<file path="config.mk">
export PLATFORM = sky130hd
export DESIGN_NAME = rf_top
export DESIGN_NICKNAME = d
export VERILOG_FILES = /design/src/logic/rf_pkg.sv /design/src/logic/rf_alu_port.sv /design/src/logic/rf_load_port.sv /design/src/logic/rf_mem_2r1w.sv /design/src/logic/rf_top.sv /design/src/logic/rf_write_arbiter.sv
export SDC_FILE = /design/constraint.sdc
export NUM_CORES = 1
export LEC_CHECK = 0
export ABC_CLOCK_PERIOD_IN_PS = 3500
export BUFFER_PORTS_ARGS = -buffer_cell sky130_fd_sc_hd__buf_2
export CAP_MARGIN = 40
export CORE_MARGIN = 2
export CORE_UTILIZATION = 25
export CTS_CLUSTER_DIAMETER = 50
export DETAILED_ROUTE_END_ITERATION = 16
export GPL_TIMING_DRIVEN = 0
export PLACE_DENSITY_LB_ADDON = 0.3
export RECOVER_POWER = 50
export SETUP_SLACK_MARGIN = 0.3
export SLEW_MARGIN = 15
export SYNTH_ARGS = -nofsm -noshare
export SYNTH_HDL_FRONTEND = slang
export SYNTH_HIERARCHICAL = 1
export SYNTH_SLANG_ARGS = --single-unit
export TNS_END_PERCENT = 1
</file>
<file path="constraint.sdc">
create_clock -name w_clk_i -period 3.5 [get_ports w_clk_i]
set_input_delay 0 -clock w_clk_i [delete_from_list [all_inputs] [get_ports w_clk_i]]
set_output_delay 0 -clock w_clk_i [all_outputs]
set_load 0.02 [all_outputs]
</file>
<file path="src/logic/rf_pkg.sv">
`default_nettype none

package rf_pkg;

   localparam int RF_ELS = 16;            // register count

   typedef logic [15:0] rf_data_t;        // one register word
   typedef logic [3:0]  rf_addr_t;        // register index

   // host opcodes for the alu port
   typedef enum logic [1:0]
   {
      OP_ADD = 2'd0,
      OP_SUB = 2'd1,
      OP_AND = 2'd2,
      OP_XOR = 2'd3
   } alu_op_e;

   // last peer that won the write port
   typedef enum logic
   {
      OWN_LOAD = 1'b0,
      OWN_ALU  = 1'b1
   } wr_owner_e;

endpackage

`default_nettype wire

</file>
<file path="src/logic/rf_alu_port.sv">
`timescale 1ns/1ps
`default_nettype none

module rf_alu_port
(
   input  wire                w_clk_i,
   input  wire                rst_n_i,

   input  wire                op_v_i,
   input  rf_pkg::alu_op_e    op_i,
   input  rf_pkg::rf_addr_t   rd_i,
   input  rf_pkg::rf_addr_t   rs1_i,
   input  rf_pkg::rf_addr_t   rs2_i,

   output rf_pkg::rf_addr_t   r0_addr_o,
   output rf_pkg::rf_addr_t   r1_addr_o,
   input  rf_pkg::rf_data_t   r0_data_i,
   input  rf_pkg::rf_data_t   r1_data_i,

   input  wire                gnt_i,
   output logic               req_o,
   output rf_pkg::rf_addr_t   addr_o,
   output rf_pkg::rf_data_t   data_o,

   output logic               result_v_o,
   output rf_pkg::rf_data_t   result_o
);

   import rf_pkg::*;

   rf_data_t alu_res;
   rf_data_t res_q;
   rf_addr_t rd_q;

   assign r0_addr_o = rs1_i;
   assign r1_addr_o = rs2_i;

   always_comb
   begin
      case (op_i)
         OP_ADD:  alu_res = r0_data_i + r1_data_i;   // add wraps at 16 bits
         OP_SUB:  alu_res = r0_data_i - r1_data_i;
         OP_AND:  alu_res = r0_data_i & r1_data_i;
         OP_XOR:  alu_res = r0_data_i ^ r1_data_i;
         default: alu_res = r0_data_i + r1_data_i;
      endcase
   end

   always_ff @(posedge w_clk_i or negedge rst_n_i)
   begin
      if (!rst_n_i)
      begin
         req_o      <= 1'b0;
         result_v_o <= 1'b0;
      end
      else
      begin
         result_v_o <= op_v_i;           // one-cycle pulse
         if (op_v_i)
         begin
            req_o <= 1'b1;
         end
         else if (gnt_i)
         begin
            req_o <= 1'b0;
         end
      end
   end

   // result doubles as pending write data
   always_ff @(posedge w_clk_i)
   begin
      if (op_v_i)
      begin
         res_q <= alu_res;
         rd_q  <= rd_i;
      end
   end

   assign addr_o   = rd_q;
   assign data_o   = res_q;
   assign result_o = res_q;

endmodule

`default_nettype wire

</file>
<file path="src/logic/rf_load_port.sv">
`timescale 1ns/1ps
`default_nettype none

module rf_load_port
(
   input  wire                w_clk_i,
   input  wire                rst_n_i,

   input  wire                load_v_i,
   input  rf_pkg::rf_addr_t   load_addr_i,
   input  rf_pkg::rf_data_t   load_data_i,

   input  wire                gnt_i,
   output logic               req_o,
   output rf_pkg::rf_addr_t   addr_o,
   output rf_pkg::rf_data_t   data_o
);

   import rf_pkg::*;

   rf_addr_t addr_q;
   rf_data_t data_q;

   always_ff @(posedge w_clk_i or negedge rst_n_i)
   begin
      if (!rst_n_i)
      begin
         req_o <= 1'b0;
      end
      else if (load_v_i)
      begin
         req_o <= 1'b1;
      end
      else if (gnt_i)
      begin
         req_o <= 1'b0;                  // write lands this edge
      end
   end

   always_ff @(posedge w_clk_i)
   begin
      if (load_v_i)
      begin
         addr_q <= load_addr_i;
         data_q <= load_data_i;
      end
   end

   assign addr_o = addr_q;
   assign data_o = data_q;

endmodule

`default_nettype wire

</file>
<file path="src/logic/rf_mem_2r1w.sv">
`timescale 1ns/1ps
`default_nettype none

module rf_mem_2r1w
(
   input  wire                w_clk_i,
   input  wire                rst_n_i,

   input  wire                w_v_i,
   input  rf_pkg::rf_addr_t   w_addr_i,
   input  rf_pkg::rf_data_t   w_data_i,

   input  rf_pkg::rf_addr_t   r0_addr_i,
   output rf_pkg::rf_data_t   r0_data_o,

   input  rf_pkg::rf_addr_t   r1_addr_i,
   output rf_pkg::rf_data_t   r1_data_o
);

   import rf_pkg::*;

   rf_data_t mem_q [RF_ELS];

   always_ff @(posedge w_clk_i or negedge rst_n_i)
   begin
      if (!rst_n_i)
      begin
         for (int i = 0; i < RF_ELS; i++)
         begin
            mem_q[i] <= '0;
         end
      end
      else if (w_v_i)
      begin
         mem_q[w_addr_i] <= w_data_i;
      end
   end

   // no bypass, same-cycle write shows next cycle
   assign r0_data_o = mem_q[r0_addr_i];
   assign r1_data_o = mem_q[r1_addr_i];

endmodule

`default_nettype wire

</file>
<file path="src/logic/rf_top.sv">
`timescale 1ns/1ps
`default_nettype none

module rf_top
(
   input  wire                w_clk_i,
   input  wire                rst_n_i,

   input  wire                load_v_i,
   input  rf_pkg::rf_addr_t   load_addr_i,
   input  rf_pkg::rf_data_t   load_data_i,

   input  wire                op_v_i,
   input  rf_pkg::alu_op_e    op_i,
   input  rf_pkg::rf_addr_t   rd_i,
   input  rf_pkg::rf_addr_t   rs1_i,
   input  rf_pkg::rf_addr_t   rs2_i,

   output logic               busy_o,
   output logic               result_v_o,
   output rf_pkg::rf_data_t   result_o
);

   import rf_pkg::*;

   logic     load_req, load_gnt;
   rf_addr_t load_addr;
   rf_data_t load_data;

   logic     alu_req, alu_gnt;
   rf_addr_t alu_addr;
   rf_data_t alu_data;

   logic     w_v;
   rf_addr_t w_addr;
   rf_data_t w_data;

   rf_addr_t r0_addr, r1_addr;
   rf_data_t r0_data, r1_data;

   rf_mem_2r1w u_mem
   (
      .w_clk_i    (w_clk_i),
      .rst_n_i    (rst_n_i),
      .w_v_i      (w_v),
      .w_addr_i   (w_addr),
      .w_data_i   (w_data),
      .r0_addr_i  (r0_addr),
      .r0_data_o  (r0_data),
      .r1_addr_i  (r1_addr),
      .r1_data_o  (r1_data)
   );

   rf_write_arbiter u_arb
   (
      .w_clk_i     (w_clk_i),
      .rst_n_i     (rst_n_i),
      .load_req_i  (load_req),
      .load_addr_i (load_addr),
      .load_data_i (load_data),
      .alu_req_i   (alu_req),
      .alu_addr_i  (alu_addr),
      .alu_data_i  (alu_data),
      .load_gnt_o  (load_gnt),
      .alu_gnt_o   (alu_gnt),
      .w_v_o       (w_v),
      .w_addr_o    (w_addr),
      .w_data_o    (w_data)
   );

   rf_load_port u_load
   (
      .w_clk_i     (w_clk_i),
      .rst_n_i     (rst_n_i),
      .load_v_i    (load_v_i),
      .load_addr_i (load_addr_i),
      .load_data_i (load_data_i),
      .gnt_i       (load_gnt),
      .req_o       (load_req),
      .addr_o      (load_addr),
      .data_o      (load_data)
   );

   rf_alu_port u_alu
   (
      .w_clk_i     (w_clk_i),
      .rst_n_i     (rst_n_i),
      .op_v_i      (op_v_i),
      .op_i        (op_i),
      .rd_i        (rd_i),
      .rs1_i       (rs1_i),
      .rs2_i       (rs2_i),
      .r0_addr_o   (r0_addr),
      .r1_addr_o   (r1_addr),
      .r0_data_i   (r0_data),
      .r1_data_i   (r1_data),
      .gnt_i       (alu_gnt),
      .req_o       (alu_req),
      .addr_o      (alu_addr),
      .data_o      (alu_data),
      .result_v_o  (result_v_o),
      .result_o    (result_o)
   );

   assign busy_o = load_req | alu_req;   // any write still pending

endmodule

`default_nettype wire

</file>
<file path="src/logic/rf_write_arbiter.sv">
`timescale 1ns/1ps
`default_nettype none

module rf_write_arbiter
(
   input  wire                w_clk_i,
   input  wire                rst_n_i,

   input  wire                load_req_i,
   input  rf_pkg::rf_addr_t   load_addr_i,
   input  rf_pkg::rf_data_t   load_data_i,

   input  wire                alu_req_i,
   input  rf_pkg::rf_addr_t   alu_addr_i,
   input  rf_pkg::rf_data_t   alu_data_i,

   output logic               load_gnt_o,
   output logic               alu_gnt_o,

   output logic               w_v_o,
   output rf_pkg::rf_addr_t   w_addr_o,
   output rf_pkg::rf_data_t   w_data_o
);

   import rf_pkg::*;

   wr_owner_e last_q;

   // a tie goes to whoever did not win last
   assign load_gnt_o = load_req_i & (~alu_req_i | (last_q == OWN_ALU));
   assign alu_gnt_o  = alu_req_i & (~load_req_i | (last_q == OWN_LOAD));

   assign w_v_o    = load_gnt_o | alu_gnt_o;
   assign w_addr_o = alu_gnt_o ? alu_addr_i : load_addr_i;
   assign w_data_o = alu_gnt_o ? alu_data_i : load_data_i;

   always_ff @(posedge w_clk_i or negedge rst_n_i)
   begin
      if (!rst_n_i)
      begin
         last_q <= OWN_ALU;              // load wins first tie
      end
      else if (load_gnt_o)
      begin
         last_q <= OWN_LOAD;
      end
      else if (alu_gnt_o)
      begin
         last_q <= OWN_ALU;
      end
   end

endmodule

`default_nettype wire

</file>
Word-level counts from Yosys, hierarchy flattened
Index checks and enable logic that the tools add are counted.
{"block": "word_totals", "ff_bits": 300, "latchBits": 0, "mem_bits_rw": 0, "romBits": 0, "in_bits": 38, "out_inout_bits": 18, "word_cells": 70, "memories": 0}
{"block": "op_classes", "add_sub_neg": 2, "mul": 0, "n_div": 0, "order_cmp": 4, "n_eq_ne": 3, "n_shift": 0, "n_mux": 18, "n_bitwise": 14, "reduce_logical": 5}
{"operator": "$bwmux 256", "n": 1}
{"operator": "$bmux 16 s4", "n": 2}
{"operator": "$mux 16", "n": 6}
{"operator": "$demux 16 s4", "n": 1}
{"operator": "$pmux 16 s4", "n": 1}
{"operator": "$add 16x16->16", "n": 1}
{"operator": "$and 16x16->16", "n": 1}
{"operator": "$sub 16x16->16", "n": 1}
{"operator": "$xor 16x16->16", "n": 1}
{"operator": "$ge 5x5->1 const B", "n": 3}
{"operator": "$not 4->5", "n": 3}
{"operator": "$mux 1", "n": 6}
{"operator": "$reduce_bool 2->1", "n": 3}
{"operator": "$lt 5x1->1 const B", "n": 1}
{"operator": "$eq 2x2->1 const B", "n": 2}
{"operator": "$mux 4", "n": 1}
{"operator": "$or 1x1->1", "n": 4}
{"operator": "$not 1->1", "n": 3}
{"operator": "$and 1x1->1", "n": 2}
{"operator": "$eq 2x1->1 const B", "n": 1}
{"operator": "$logic_not 2->1", "n": 1}
{"operator": "$logic_and 1x1->1", "n": 1}

Longest topological paths before layout
Gate-level depths: netlist of run 1.
{"block": "logic_depth", "ltp_word": 10, "mapped_depth": 19, "ltp_nobuf": 15}

Cells and area by module
Netlist of run 1, hierarchy kept.
{"module": "rf_mem_2r1w", "instances": 1, "cells_each": 849, "area_each_um2": 13470.4}
{"module": "rf_alu_port", "instances": 1, "cells_each": 271, "area_each_um2": 2471.1}
{"module": "rf_load_port", "instances": 1, "cells_each": 23, "area_each_um2": 636.9}
{"module": "rf_write_arbiter", "instances": 1, "cells_each": 29, "area_each_um2": 410.4}
{"module": "rf_top", "instances": 1, "cells_each": 1, "area_each_um2": 6.3}

Least setup slack after synthesis of run 1
Ideal clock, no wire load.
{"block": "synth_timing", "path_kind": "input port to flip-flop", "startpoint": "input port rs2_i[0]", "endpoint": "register u_alu.res_q[14], in the netlist u_alu/data_o[14] (data pin)", "setup_time_ps": 256, "arrival_time_ps": 3657, "required_time_ps": 3244, "path_slack_ps": -413, "stages": 17, "path_buffers": 4, "path_cell_list": "buf_4 buf_2 buf_2 mux4_2 a22oi_1 nand2_1 or4_4 nor2_1 a21oi_1 xnor2_1 ha_1 clkbuf_1 a21o_1 a21oi_1 o21bai_1 or3_1 a31o_2"}
{"block": "synth_between", "elab_chain_len": 6, "elab_cells_between_ends": 9}
{"item": "start, declared", "line_no": "rf_top.sv:17", "text": "input rf_pkg::rf_addr_t rs2_i,"}
{"item": "$not 4->5 (not written as such) (*)", "line_no": "rf_mem_2r1w.sv:41", "text": "assign r1_data_o = mem_q[r1_addr_i];"}
{"item": "$bmux 16 s4 (*)", "line_no": "rf_mem_2r1w.sv:41"}
{"item": "$mux 16 (not written as such) (*) (2 in a row)", "line_no": "rf_mem_2r1w.sv:41"}
{"item": "named net r1_data[8]", "line_no": "rf_top.sv:39", "text": "rf_data_t r0_data, r1_data;"}
{"item": "$sub 16x16->16 or $add 16x16->16 (tied branches)"}
{"item": "$pmux 16 s4 (*)", "line_no": "rf_alu_port.sv:40", "text": "case (op_i)"}
{"item": "named net u_alu.alu_res[14]", "line_no": "rf_alu_port.sv:31", "text": "rf_data_t alu_res;"}
{"item": "end signal, assigned", "line_no": "rf_alu_port.sv:75", "text": "res_q <= alu_res;"}
{"item": "end, declared", "line_no": "rf_alu_port.sv:32", "text": "rf_data_t res_q;"}
Mark *: on every way through the listed nets, which the timed path passes. The rest lies on a longest branch. The select of a mux whose other input is x is not followed.
A chain may end at the register's enable or synchronous reset.

Worst setup path after layout of run 1
{"block": "layout_timing", "startpoint": "register u_mem/mem_q[245] in the netlist's numbering", "endpoint": "register u_alu.res_q[14], in the netlist u_alu/data_o[14] (data pin)"}
{"block": "layout_between", "elab_chain_len": 5, "elab_cells_between_ends": 9}
{"item": "start, declared", "line_no": "rf_mem_2r1w.sv:22", "text": "rf_data_t mem_q [RF_ELS];"}
{"item": "start signal, assigned by index", "line_no": "rf_mem_2r1w.sv:35", "text": "mem_q[w_addr_i] <= w_data_i;"}
{"item": "$bmux 16 s4 (*)", "line_no": "rf_mem_2r1w.sv:41"}
{"item": "$mux 16 (not written as such) (*) (2 in a row)", "line_no": "rf_mem_2r1w.sv:41"}
{"item": "named net r1_data[5]", "line_no": "rf_top.sv:39"}
{"item": "$sub 16x16->16 or $add 16x16->16 (tied branches)"}
{"item": "$pmux 16 s4 (*)", "line_no": "rf_alu_port.sv:40"}
{"item": "named net u_alu.alu_res[14]", "line_no": "rf_alu_port.sv:31"}
Marked as above.

==> summary.txt, run 1 <==
Timing
  – Worst slew margin: -17.7%
  – Period utilization: 115%
  – Max Clk Rate: 249 MHz
  – Period minus WS final: 4.02 ns
  – Count of final hold-check violations: 0
  – Setup ws final: -0.516 ns
  – Final setup violation count: 10
  – RSZ-0062 raised after global routing: yes
  – Final Slew Violations: 69
  – Worst Skew: 0.0254 ns
  – Tightest Pin Transition: 1.77 ns
  – Setup TNS: -2.53 ns

Cells and area
  – Share of layout cells above drive strength 1: 52.6%
  – Nets: 1405
  – Antenna fix cells: 0
  – Design Area, Final: 20800 um2
  – Layout area overhead: 22.2%

Yosys
  – Synthesis-stage register bit count: 300
  – Synth Instances: 1173
  – Total nets after synthesis: 1244
  – Sequential share of the synthesized area: 45.4%
  – Asr flop ratio synth: 86.7%
  – Netlist Area Pre-Place: 17000 um2
  – EDFF count, synth: 40
  – Syn_area_per_cell: 14.5 um2
  – Synth cell types: 61
  – Yosys Warn Count: 6
  – Top FF cell, synth: dfrtp_1

Power
  – Power per standard cell area: 952 nW/um2
  – Comb pwr share: 45.8%
  – Sw frac: 35.5%
  – P_int: 12.7 mW
  – Leakage: 8.47 nW
  – Worst VDD drop: 0.000363 V
  – Tot Pwr: 19.8 mW
  – Sw power: 7.02 mW
  – Clock network power share: 22.1%
  – Reg power frac: 32.1%

Setup path
  – Worst R2R Path Depth: 14
  – R2R Setup Slk: -0.52 ns
  – Startpoint Class: flip-flop
  – Setup Crit Path Kind: reg -> reg
  – CP Capture Type: flip-flop
  – Required time worst endpoint: 3.82 ns
  – WP data arrival: 4.34 ns
  – Worst R2R End: u_alu/data_o[14]$_DFFE_PP_
  – Crit Path Max Fanout: 5
  – Reg2reg start: u_mem/mem_q[245]$_DFFE_PN0P_

Clocking
  – CTS Buffer Depth: 3
  – Clk_lat worst skew: 0.58 ns
  – Clk sink count: 300
  – Reg clk slew, reported paths: 0.05 ns
  – CTS tree: yes
  – CTS root buffer: clkbuf_16
  – CTS Buf Count: 43
  – Max H-tree Level: 2

Die
  – Die height: 265 um
  – FP Rows: 95
  – Die X: 265 um
  – I/O Pins: 56
  – Core box area: 67300 um2
  – Die Area: 70100 um2
  – Initial core utilization: 25.3%

Drt
  – Via count: 11029
  – DR WL/cell: 22.3 um
  – Detailed Route WL: 50.0 mm
  – Residual DRC count: 0
  – Via/cell ratio: 4.92
  – ANT nets after route: 0
  – DRT Pass-1 Iters: 7
  – Initial DRC Count: 722

Global routing
  – Total track usage: 14.4%
  – Vias in the first global route: 11686
  – First-pass GRT wire length: 75.3 mm
  – Largest net degree at the start of global routing: 100
  – Initial antenna violation count: 1
  – M3 GR Usage: 3.07%
  – Grt peak-use layer: met2
  – Met2 GRT Util: 24.2%
  – Global Route met1 Usage: 18.7%
  – Total gr overflow: 0

Place
  – Post-place setup slack: -1.66 ns
  – Detail Placement HPWL: 35.5 mm
  – Routability Congestion: 0.788
  – Port bufs: 47
  – DP Area: 18500 um2

Min path
  – Worst Hold Path Cells: 4
  – Hold_sp: op_i[1]
  – Worst hold endpoint: u_alu/data_o[12]$_DFFE_PP_
  – Tightest Hold Check Type: in -> reg

Run
  – MaxCap Viol Count: 1

Status
  – Failing checks: max-capacitance violations, max-slew violations, negative setup slack
  – Status: complete, but fails checks
==> routing by layer <==
layer | part of all wire, % | vias up
li1 | - | 4836
met1 | 45 | 5884
met2 | 48 | 229
met3 | 4.4 | 78
met4 | 2.3 | 2
met5 | 0.026 | -
==> through the flow <==
step / std cells / hold slack, ns / util, %
2_1_floorplan: 1173 / -0.296 / -
3_3_place_gp: 2093 / 0.178 / 27.4
3_5_place_dp: 2099 / 0.0124 / 27.6
4_1_cts: 2222 / 0.00637 / 30.5
5_1_grt: 2241 / 0.0387 / 30.9
6_report: 2241 / 0.0127 / 30.9
==> final cells by class <==
| class | count | area [um2] |
|---|---|---|
| Fill cell | 6722 | 46500 |
| Multi-Input combinational cell | 742 | 8830 |
| Sequential cell | 300 | 7710 |
| Clock buffer | 54 | 1180 |
| Tap cell | 873 | 1090 |
| Timing Repair Buffer | 116 | 837 |
| Buffer | 115 | 790 |
| Clock inverter | 25 | 275 |
| Inverter | 16 | 60.1 |
==> power groups by stage <==
stage          Clock, mW  Sequential [mW]  Combinational (mW)
2_1_floorplan          0             5.99                6.25
4_1_cts             4.49             6.33                8.47
3_3_place_gp           0             6.26                7.90
6_report            4.37             6.34                9.05
3_5_place_dp           0             6.38                8.07
5_1_grt             4.64             6.57                9.77
==> state kept, by name (all words and copies together), names as in the netlist <==
signal / count
u_arb/last_q: 1
u_alu/req_o: 1
u_alu/result_v_o: 1
u_load/addr_o: 4
u_load/data_o: 16
u_alu/addr_o: 4
u_mem/mem_q: 256
u_alu/data_o: 16
u_load/req_o: 1
==> how the worst max path moves through the flow <==
stage | from | end | slack (ns) | depth (start not counted)
floorplan | rs2_i[0] | u_alu/data_o[14]$_DFFE_PP_ | -0.12 | 17
global placement | rst_n_i | u_alu/result_v_o$_DFF_PN0_ | -2.51 | 1
detailed placement | rs2_i[1] | u_alu/data_o[15]$_DFFE_PP_ | -1.66 | 17
global route | u_mem/mem_q[197]$_DFFE_PN0P_ | u_alu/data_o[15]$_DFFE_PP_ | -0.68 | 15
CTS | u_mem/mem_q[212]$_DFFE_PN0P_ | u_alu/data_o[14]$_DFFE_PP_ | -0.50 | 14
finish | u_mem/mem_q[245]$_DFFE_PN0P_ | u_alu/data_o[14]$_DFFE_PP_ | -0.52 | 14
==> cell usage after synthesis (7+ instances only) <==
| library cell | number | area, um2 |
|---|---|---|
| dfrtp_1 | 259 | 6480 |
| buf_1 | 8 | 30.0 |
| clkbuf_1 | 43 | 161 |
| o21ai_0 | 16 | 80.1 |
| xnor2_1 | 21 | 184 |
| mux2i_1 | 10 | 100 |
| nor3_1 | 7 | 35.0 |
| a22oi_1 | 64 | 480 |
| mux2_2 | 249 | 2800 |
| nand2_1 | 45 | 169 |
| buf_4 | 30 | 225 |
| nand2b_1 | 7 | 43.8 |
| buf_2 | 25 | 125 |
| ha_1 | 32 | 400 |
| mux2_4 | 30 | 450 |
| a21oi_1 | 24 | 120 |
| inv_1 | 16 | 60.1 |
| edfxtp_1 | 40 | 1200 |
| mux4_2 | 128 | 2880 |
| a31oi_1 | 7 | 43.8 |
| nor2_1 | 19 | 71.3 |
| a21o_1 | 9 | 67.6 |
==> critical path, cell delays in order (launching register included) <==
cell	delay, ns
dfrtp_1	0.39
mux4_2	0.49
a22oi_2	0.33
nand2_2	0.15
nor4_4	0.31
and3_4	0.28
a21oi_2	0.07
xnor2_1	0.16
ha_1	0.38
buf_4	0.16
and3_4	0.19
a31oi_4	0.18
a21oi_2	0.08
or3_1	0.35
a31o_2	0.24
==> cells by family (layout without fill, tap and decap cells) <==
group	after synthesis	in the layout	share of synthesized area, %
xor+xnor	26	26	1.38
simple gates	125	125	4.09
compound gates	141	141	5.74
buf+inv	131	326	4.26
fa+ha+maj	33	33	2.47
mux	417	417	36.7
flops	300	300	45.4
==> placed cells by master (no fill, tap or decap), drive strengths merged, types with 7 or more instances in the layout <==
cell type / synthesis / routed
mux2: 279 / 279
dfrtp: 259 / 259
buf: 72 / 157
mux4: 128 / 128
clkbuf: 43 / 101
a22oi: 64 / 64
nand2: 45 / 45
edfxtp: 40 / 40
ha: 32 / 32
dlygate4sd3: 0 / 27
a21oi: 24 / 24
nor2: 23 / 23
xnor2: 22 / 22
inv: 16 / 21
o21ai: 17 / 17
nor3: 13 / 13
clkinv: 0 / 12
mux2i: 10 / 10
a21o: 9 / 9
nand2b: 9 / 9
a31oi: 7 / 7
==> timing repair <==
action,4_1_cts,5_1_grt
hold buffers,27,0
endpoints found under the setup margin,13,14
pin swaps,23,30
hold endpoints to repair,326,0
gates resized for setup,41,32
setup buffers,17,19
Note: power is estimated with default switching activity, not from simulation.
==> inputs of run 2 (changes only) <==
- SKIP_LAST_GASP: unset -> 1
==> run 2 against run 1 <==
  * The run still ends with max-capacitance violations, max-slew violations, negative setup slack left
  * Global-route usage barely moved
  * Sequential cell count is the same
  * Non-clock buffer count is 7 lower
  * Utilization shrank 0.14 points
  * Worst hold slack improved by 0.030 ns
  * Routed wire length shrank 0.15%
  * Clock-buffer cell count unchanged
  * Critical path depth is the same
  * Cell area down 0.46%
  * Sequential power hardly changed
  * First-iteration DRC count rose by 7.2%
  * Final cell count decreased by 0.31%
  * Critical path type unchanged
  * Largest power group unchanged
==> summary.txt, run 2 (synthesis results as in run 1) <==
Status
  – Status: complete, but fails checks
  – Failing checks: max-capacitance violations, max-slew violations, negative setup slack

Timing
  – Period minus WS final: 4.01 ns (-0.00871 ns)
  – Period utilization: 114% (-0.25 points)
  – RSZ-0062 raised after global routing: yes
  – Setup ws final: -0.507 ns (+0.00871 ns)
  – Count of final hold-check violations: 0 (unchanged)
  – Final Slew Violations: 69 (unchanged)
  – Worst slew margin: -17.6% (+0.14 points)
  – Worst Skew: 0.0252 ns (-0.000236 ns)
  – Final setup violation count: 10 (unchanged)
  – WHS: 0.0425 ns (+0.0298 ns)
  – Setup TNS: -3.27 ns (-0.739 ns)
  – Tightest Pin Transition: 1.76 ns (-0.00207 ns)
  – Max Clk Rate: 250 MHz (+0.22%)

Global routing
  – First-pass GRT wire length: 75.3 mm (unchanged)
  – Largest net degree at the start of global routing: 100 (unchanged)
  – Total track usage: 14.4% (about the same)
  – Vias in the first global route: 11686 (unchanged)
  – Initial antenna violation count: 1 (unchanged)
  – Total gr overflow: 0 (unchanged)

Drt
  – Detailed Route WL: 50.0 mm (-0.15%)
  – Via/cell ratio: 4.93 (+0.23%)
  – Via count: 11020 (-0.082%)
  – DRT Pass-1 Iters: 5 (-2)
  – Residual DRC count: 0 (unchanged)
  – Top layer in use: met5
  – Met3 Routed Length: 2.43 mm (+9.8%)
  – Initial DRC Count: 774 (+7.2%)
  – Met2 WL post-DR: 24.1 mm (-0.41%)
  – Metal-1 WL: 22.2 mm (-0.97%)
  – ANT nets after route: 0 (unchanged)
  – DR WL/cell: 22.4 um (+0.16%)

Setup path
  – Reg2reg start: u_mem/mem_q[193]$_DFFE_PN0P_
  – CP Capture Type: flip-flop
  – Worst R2R End: u_alu/data_o[8]$_DFFE_PP_
  – Startpoint Class: flip-flop
  – WP data arrival: 4.31 ns (-0.03 ns)
  – Setup Crit Path Kind: reg -> reg
  – Worst R2R Path Depth: 14 (unchanged)
  – R2R Setup Slk: -0.51 ns (about the same)
  – Crit Path Max Fanout: 5 (unchanged)
  – Worst Setup SP: u_mem/mem_q[193]$_DFFE_PN0P_
  – Required time worst endpoint: 3.80 ns (-0.02 ns)
  – Crit path capture: u_alu/data_o[8]$_DFFE_PP_

Clocking
  – Reg clk slew, reported paths: 0.05 ns (about the same)
  – Max H-tree Level: 2 (unchanged)
  – CTS Buffer Depth: 3 (unchanged)
  – CTS tree: yes
  – CTS root buffer: clkbuf_16
  – Clk_lat worst skew: 0.58 ns (about the same)
  – CTS Buf Count: 43 (unchanged)
  – Clk sink count: 300 (unchanged)

Cells and area
  – Biggest register: u_mem/mem_q
  – Most frequent cells in the layout: 259 x dfrtp_1, 249 x mux2_2, 128 x mux4_2
  – Design Area, Final: 20700 um2 (-0.46%)
  – Max FFs per register: 256 (unchanged)
  – Nets: 1398 (-0.50%)
  – Most common cell after layout, fill and taps aside: dfrtp_1
  – Fill count: 6729 (+0.10%)
  – Share of layout cells above drive strength 1: 51.6% (-0.98 points)
  – Post-route insts no fill: 2234 (-0.31%)
  – Layout area overhead: 21.7%
  – Antenna fix cells: 0 (unchanged)

Power
  – Power per standard cell area: 945 nW/um2 (-0.73%)
  – Worst VDD drop: 0.000364 V (+0.44%)
  – Tot Pwr: 19.5 mW (-1.2%)
  – Leakage: 8.42 nW (-0.58%)

Place
  – DP Area: 18500 um2 (unchanged)
  – Port bufs: 47 (unchanged)
  – Detail Placement HPWL: 35.5 mm (unchanged)
  – Routability Congestion: 0.788 (unchanged)
  – Placed insts: 2099 (unchanged)

Run
  – MaxCap Viol Count: 1 (unchanged)

Die
  – Core box area: 67300 um2 (unchanged)
  – FP Rows: 95 (unchanged)
  – Initial core utilization: 25.3% (unchanged)
  – Die Area: 70100 um2 (unchanged)
  – Die X: 265 um (unchanged)
  – Die height: 265 um (unchanged)
  – I/O Pins: 56 (unchanged)

Min path
  – Tightest Hold Check Type: in -> reg
-- run 2: changes by cell type in the layout (fill, tap and decap cells not counted), sizes merged --
cell,before,now
buf,157,149
clkbuf,101,102
-- run 2: how the worst min path moves through the flow --
stage | from | end | depth (start not counted)
floorplan | rst_n_i | u_alu/req_o$_DFFE_PN0P_ | 0
global placement | rd_i[3] | u_alu/addr_o[3]$_DFFE_PP_ | 1
detailed placement | rst_n_i | u_mem/mem_q[216]$_DFFE_PN0P_ | 1
CTS | rst_n_i | u_mem/mem_q[234]$_DFFE_PN0P_ | 2
global route | op_i[1] | u_alu/data_o[12]$_DFFE_PP_ | 4
finish | op_i[1] | u_alu/data_o[12]$_DFFE_PP_ | 4
-- run 2: area by class of cell --
cell class / count / area [um2] / share of cell area (%)
plain buffers: 115 / 787 / 3.81
clock buffers: 54 / 1180 / 5.69
clock inverters: 25 / 275 / 1.33
inverters: 16 / 60.1 / 0.290
multi-input cells: 742 / 8790 / 42.5
flip-flops and latches: 300 / 7710 / 37.3
well taps: 873 / 1090 / 5.28
repair buffers: 109 / 781 / 3.78
-- run 2: worst max-delay path: stages (launching register included) --
cell	delay, ns
dfrtp_1	0.38
mux4_2	0.49
a22oi_2	0.33
nand2_2	0.16
inv_1	0.13
ha_1	0.21
nor2_1	0.07
xnor2_1	0.16
ha_1	0.36
a211oi_1	0.30
o21bai_1	0.19
a211o_1	0.33
a31oi_1	0.26
xor2_1	0.26
o21ai_0	0.11
-- run 2: per-layer routing --
metal  vias up  GRT usage (%)
li1       4827              -
met1      5887           18.7
met2       232           24.3
met3        72           3.07
met4         2           3.65
met5         -              0
-- run 2: metrics by stage --
step,util (%),setup WS (ns)
6_report,30.7,-0.507
5_1_grt,30.7,-0.738
4_1_cts,30.5,-0.508
3_5_place_dp,27.6,-1.66
3_3_place_gp,27.4,-2.51
2_1_floorplan,-,-0.118
-- run 2: power breakdown --
group          internal [mW]  switching [mW]  total, mW  leakage [nW]
Sequential              5.24            1.10       6.34          3.55
Clock                   2.64            1.73       4.38         0.701
Combinational           4.72            4.09       8.81          4.17
-- run 2: timing repair --
item / in CTS / in global routing
setup buffers: 17 / 11
hold endpoints to repair: 326 / 0
hold buffers: 27 / 0
pin swaps: 20 / 27
setup endpoints to repair: 13 / 14
resized for setup: 35 / 25
==> inputs of run 3 (changes only) <==
- CELL_PAD_IN_SITES_DETAIL_PLACEMENT: unset -> 1
- CELL_PAD_IN_SITES_GLOBAL_PLACEMENT: unset -> 1
==> run 3 against run 2 <==
  * Utilization about the same
  * The run still ends with max-capacitance violations, max-slew violations, negative setup slack left
  * Die area unchanged
  * Sequential share of layout area about the same
  * Critical path depth unchanged
  * Largest cell class unchanged
  * Combinational power increased by 0.7%
  * Non-clock buffer count increased by 2
  * First-iteration DRC count decreased by 14%
  * Global-route usage increased by 0.95 points
  * Worst hold slack improved by 0.020 ns
  * Via count increased by 0.86%
  * Clock skew decreased by 0.0084 ns
==> summary.txt, run 3 (synthesis results as in run 1) <==
Min path
  – Worst Hold Path Cells: 4 (unchanged)
  – Worst hold endpoint: u_alu/data_o[12]$_DFFE_PP_
  – Hold_sp: op_i[1]
  – Tightest Hold Check Type: in -> reg

Global routing
  – Initial antenna violation count: 2 (+1)
  – Largest net degree at the start of global routing: 81 (-19%)
  – Total gr overflow: 0 (unchanged)
  – Vias in the first global route: 12410 (+6.2%)
  – Total track usage: 15.3% (+0.95 points)
  – First-pass GRT wire length: 80.0 mm (+6.3%)

Setup path
  – Worst path max stage delay: 0.59 ns (+0.10 ns)
  – Startpoint Class: flip-flop
  – Worst path slowest cell: or4_4
  – R2R Setup Slk: -0.48 ns (+0.03 ns)
  – Setup Crit Path Kind: reg -> reg
  – Cell repeated most along the worst path: a21oi_2
  – WP data arrival: 4.32 ns (about the same)
  – Required time worst endpoint: 3.84 ns (+0.04 ns)
  – Worst Path Buf+Inv: 2 (+1)
  – CP Capture Type: flip-flop
  – Crit Path Max Fanout: 9 (+4)
  – Reg2reg start: u_mem/mem_q[198]$_DFFE_PN0P_
  – Worst Setup SP: u_mem/mem_q[198]$_DFFE_PN0P_
  – Worst R2R End: u_alu/data_o[14]$_DFFE_PP_
  – Crit-path cells: mux4_2 -> a22oi_2 -> nand2_2 -> or4_4 -> nor3_4 -> a21oi_2 -> xnor2_1 -> ha_1 -> buf_6 -> buf_4 -> a21oi_2 -> o21bai_1 -> or3_1 -> a31o_2
  – Top Family by Delay on Critical Path: simple AND/OR/NAND/NOR gates
  – Worst R2R Path Depth: 14 (unchanged)

Die
  – FP Rows: 95 (unchanged)
  – Core box area: 67300 um2 (unchanged)
  – Die height: 265 um (unchanged)
  – Die Area: 70100 um2 (unchanged)
  – Die X: 265 um (unchanged)
  – Initial core utilization: 25.3% (unchanged)
  – I/O Pins: 56 (unchanged)

Drt
  – Residual DRC count: 0 (unchanged)
  – Initial DRC Count: 667 (-14%)
  – Detailed Route WL: 53.0 mm (+6.0%)
  – DR WL/cell: 23.7 um (+5.8%)
  – Via/cell ratio: 4.97 (+0.68%)
  – DRT Pass-1 Iters: 5 (unchanged)
  – ANT nets after route: 0 (unchanged)
  – Via count: 11115 (+0.86%)

Status
  – Status: complete, but fails checks
  – Failing checks: max-capacitance violations, max-slew violations, negative setup slack

Power
  – Reg power frac: 32.4% (about the same)
  – Sw frac: 36.3% (+0.80 points)
  – Worst VDD drop: 0.000372 V (+2.2%)
  – Leakage: 8.36 nW (-0.62%)
  – Sw power: 7.15 mW (+3.1%)
  – Tot Pwr: 19.7 mW (+0.86%)
  – Comb pwr share: 45.0% (about the same)
  – P_int: 12.5 mW (-0.40%)
  – Clock network power share: 22.6% (+0.2 points)
  – Power per standard cell area: 953 nW/um2 (+0.88%)

Cells and area
  – Multi-input logic area: 8760 um2 (-0.40%)
  – Biggest register: u_mem/mem_q
  – Fill count: 7090 (+5.4%)
  – Layout area overhead: 21.6% (about the same)
  – Design Area, Final: 20700 um2 (about the same)
  – Register area: 7710 um2 (unchanged)
  – Most common cell after layout, fill and taps aside: dfrtp_1
  – Post-route insts no fill: 2238 (+0.18%)
  – Most frequent cells in the layout: 259 x dfrtp_1, 249 x mux2_2, 128 x mux4_2
  – Share of layout cells above drive strength 1: 50.4% (-1.1 points)
  – Nets: 1401 (+0.21%)
  – Max FFs per register: 256 (unchanged)

Place
  – Port bufs: 47 (unchanged)
  – DP Area: 18600 um2 (about the same)
  – Routability Congestion: 0.791 (+0.39%)
  – Detail Placement HPWL: 38.2 mm (+7.7%)
  – Placed insts: 2099 (unchanged)

Timing
  – Final Slew Violations: 81 (+17%)
  – Worst slew margin: -40.2% (-23 points)
  – Worst Skew: 0.0168 ns (-0.00838 ns)
  – Setup TNS: -12.17 ns (-8.90 ns)
  – Period minus WS final: 3.98 ns (-0.0278 ns)
  – Final setup violation count: 88 (+78)
  – WHS: 0.0629 ns (+0.0205 ns)
  – Tightest Pin Transition: 2.10 ns (+0.339 ns)
  – Count of final hold-check violations: 0 (unchanged)
  – Setup ws final: -0.479 ns (+0.0278 ns)
  – Max Clk Rate: 251 MHz (+0.70%)
  – Period utilization: 114% (-0.79 points)
  – RSZ-0062 raised after global routing: yes

Clocking
  – CTS Buf Count: 44 (+2.3%)
  – Clk_lat worst skew: 0.59 ns (about the same)
  – Max H-tree Level: 2 (unchanged)
  – Clk sink count: 300 (unchanged)
  – CTS root buffer: clkbuf_16
  – Reg clk slew, reported paths: 0.06 ns (about the same)
  – CTS tree: yes
  – CTS Buffer Depth: 3 (unchanged)

Run
  – MaxCap Viol Count: 1 (unchanged)
[run 3: worst max-delay path by stage]
stage          slack [ns]                          to  depth (start not counted)
6_report            -0.48  u_alu/data_o[14]$_DFFE_PP_                         14
5_1_grt             -0.61  u_alu/data_o[14]$_DFFE_PP_                         13
4_1_cts             -0.41  u_alu/data_o[14]$_DFFE_PP_                         14
3_5_place_dp        -1.64  u_alu/data_o[15]$_DFFE_PP_                         17
3_3_place_gp        -2.59     u_alu/req_o$_DFFE_PN0P_                          1
2_1_floorplan       -0.12  u_alu/data_o[14]$_DFFE_PP_                         17
[run 3: power by group through the flow]
stage	registers, mW	logic [mW]	clock network, mW
finish	6.38	8.87	4.45
global placement	6.27	8.01	0
detailed placement	6.43	8.20	0
CTS	6.38	8.79	4.60
floorplan	5.99	6.25	0
global route	6.63	9.57	4.73
[run 3: area by class of cell]
class | instances | area share, %
antenna | 1 | 0.0121
multi-input combinational | 742 | 42.4
sequential | 300 | 37.3
inverter | 16 | 0.291
timing repair buffer | 111 | 3.86
clock buffer | 48 | 5.50
tap | 873 | 5.28
buffer | 115 | 3.80
clock inverter | 32 | 1.59
[run 3: timing repair]
item | in CTS | in global routing
buffers inserted | 22 | 6
resized for setup | 49 | 10
endpoints found under the hold margin | 199 | 0
hold buffers | 29 | 0
setup endpoints to repair | 23 | 49
pin swaps | 33 | 27
[run 3: routing by layer]
metal / up-vias / share of wire [%] / track usage, %
met5: - / 0.043 / 0
met1: 5962 / 44 / 19.8
met2: 249 / 49 / 25.6
li1: 4820 / - / -
met4: 4 / 2.6 / 4.49
met3: 80 / 5.0 / 3.54
[run 3: through the flow]
| stage | utilization [%] | worst slack [ns] |
|---|---|---|
| after global routing | 30.7 | -0.614 |
| after CTS | 30.7 | -0.410 |
| after floorplan | - | -0.118 |
| after global placement | 27.4 | -2.59 |
| after detailed placement | 27.6 | -1.64 |
| final | 30.7 | -0.479 |
[run 3: tightest hold or removal path: cells and delay by family]
family | cells | cell delay (ns)
AO/OA/AOI/OAI | 1 | 0.09
buffers and inverters | 1 | 0.13
AND/OR/NAND/NOR | 2 | 0.27
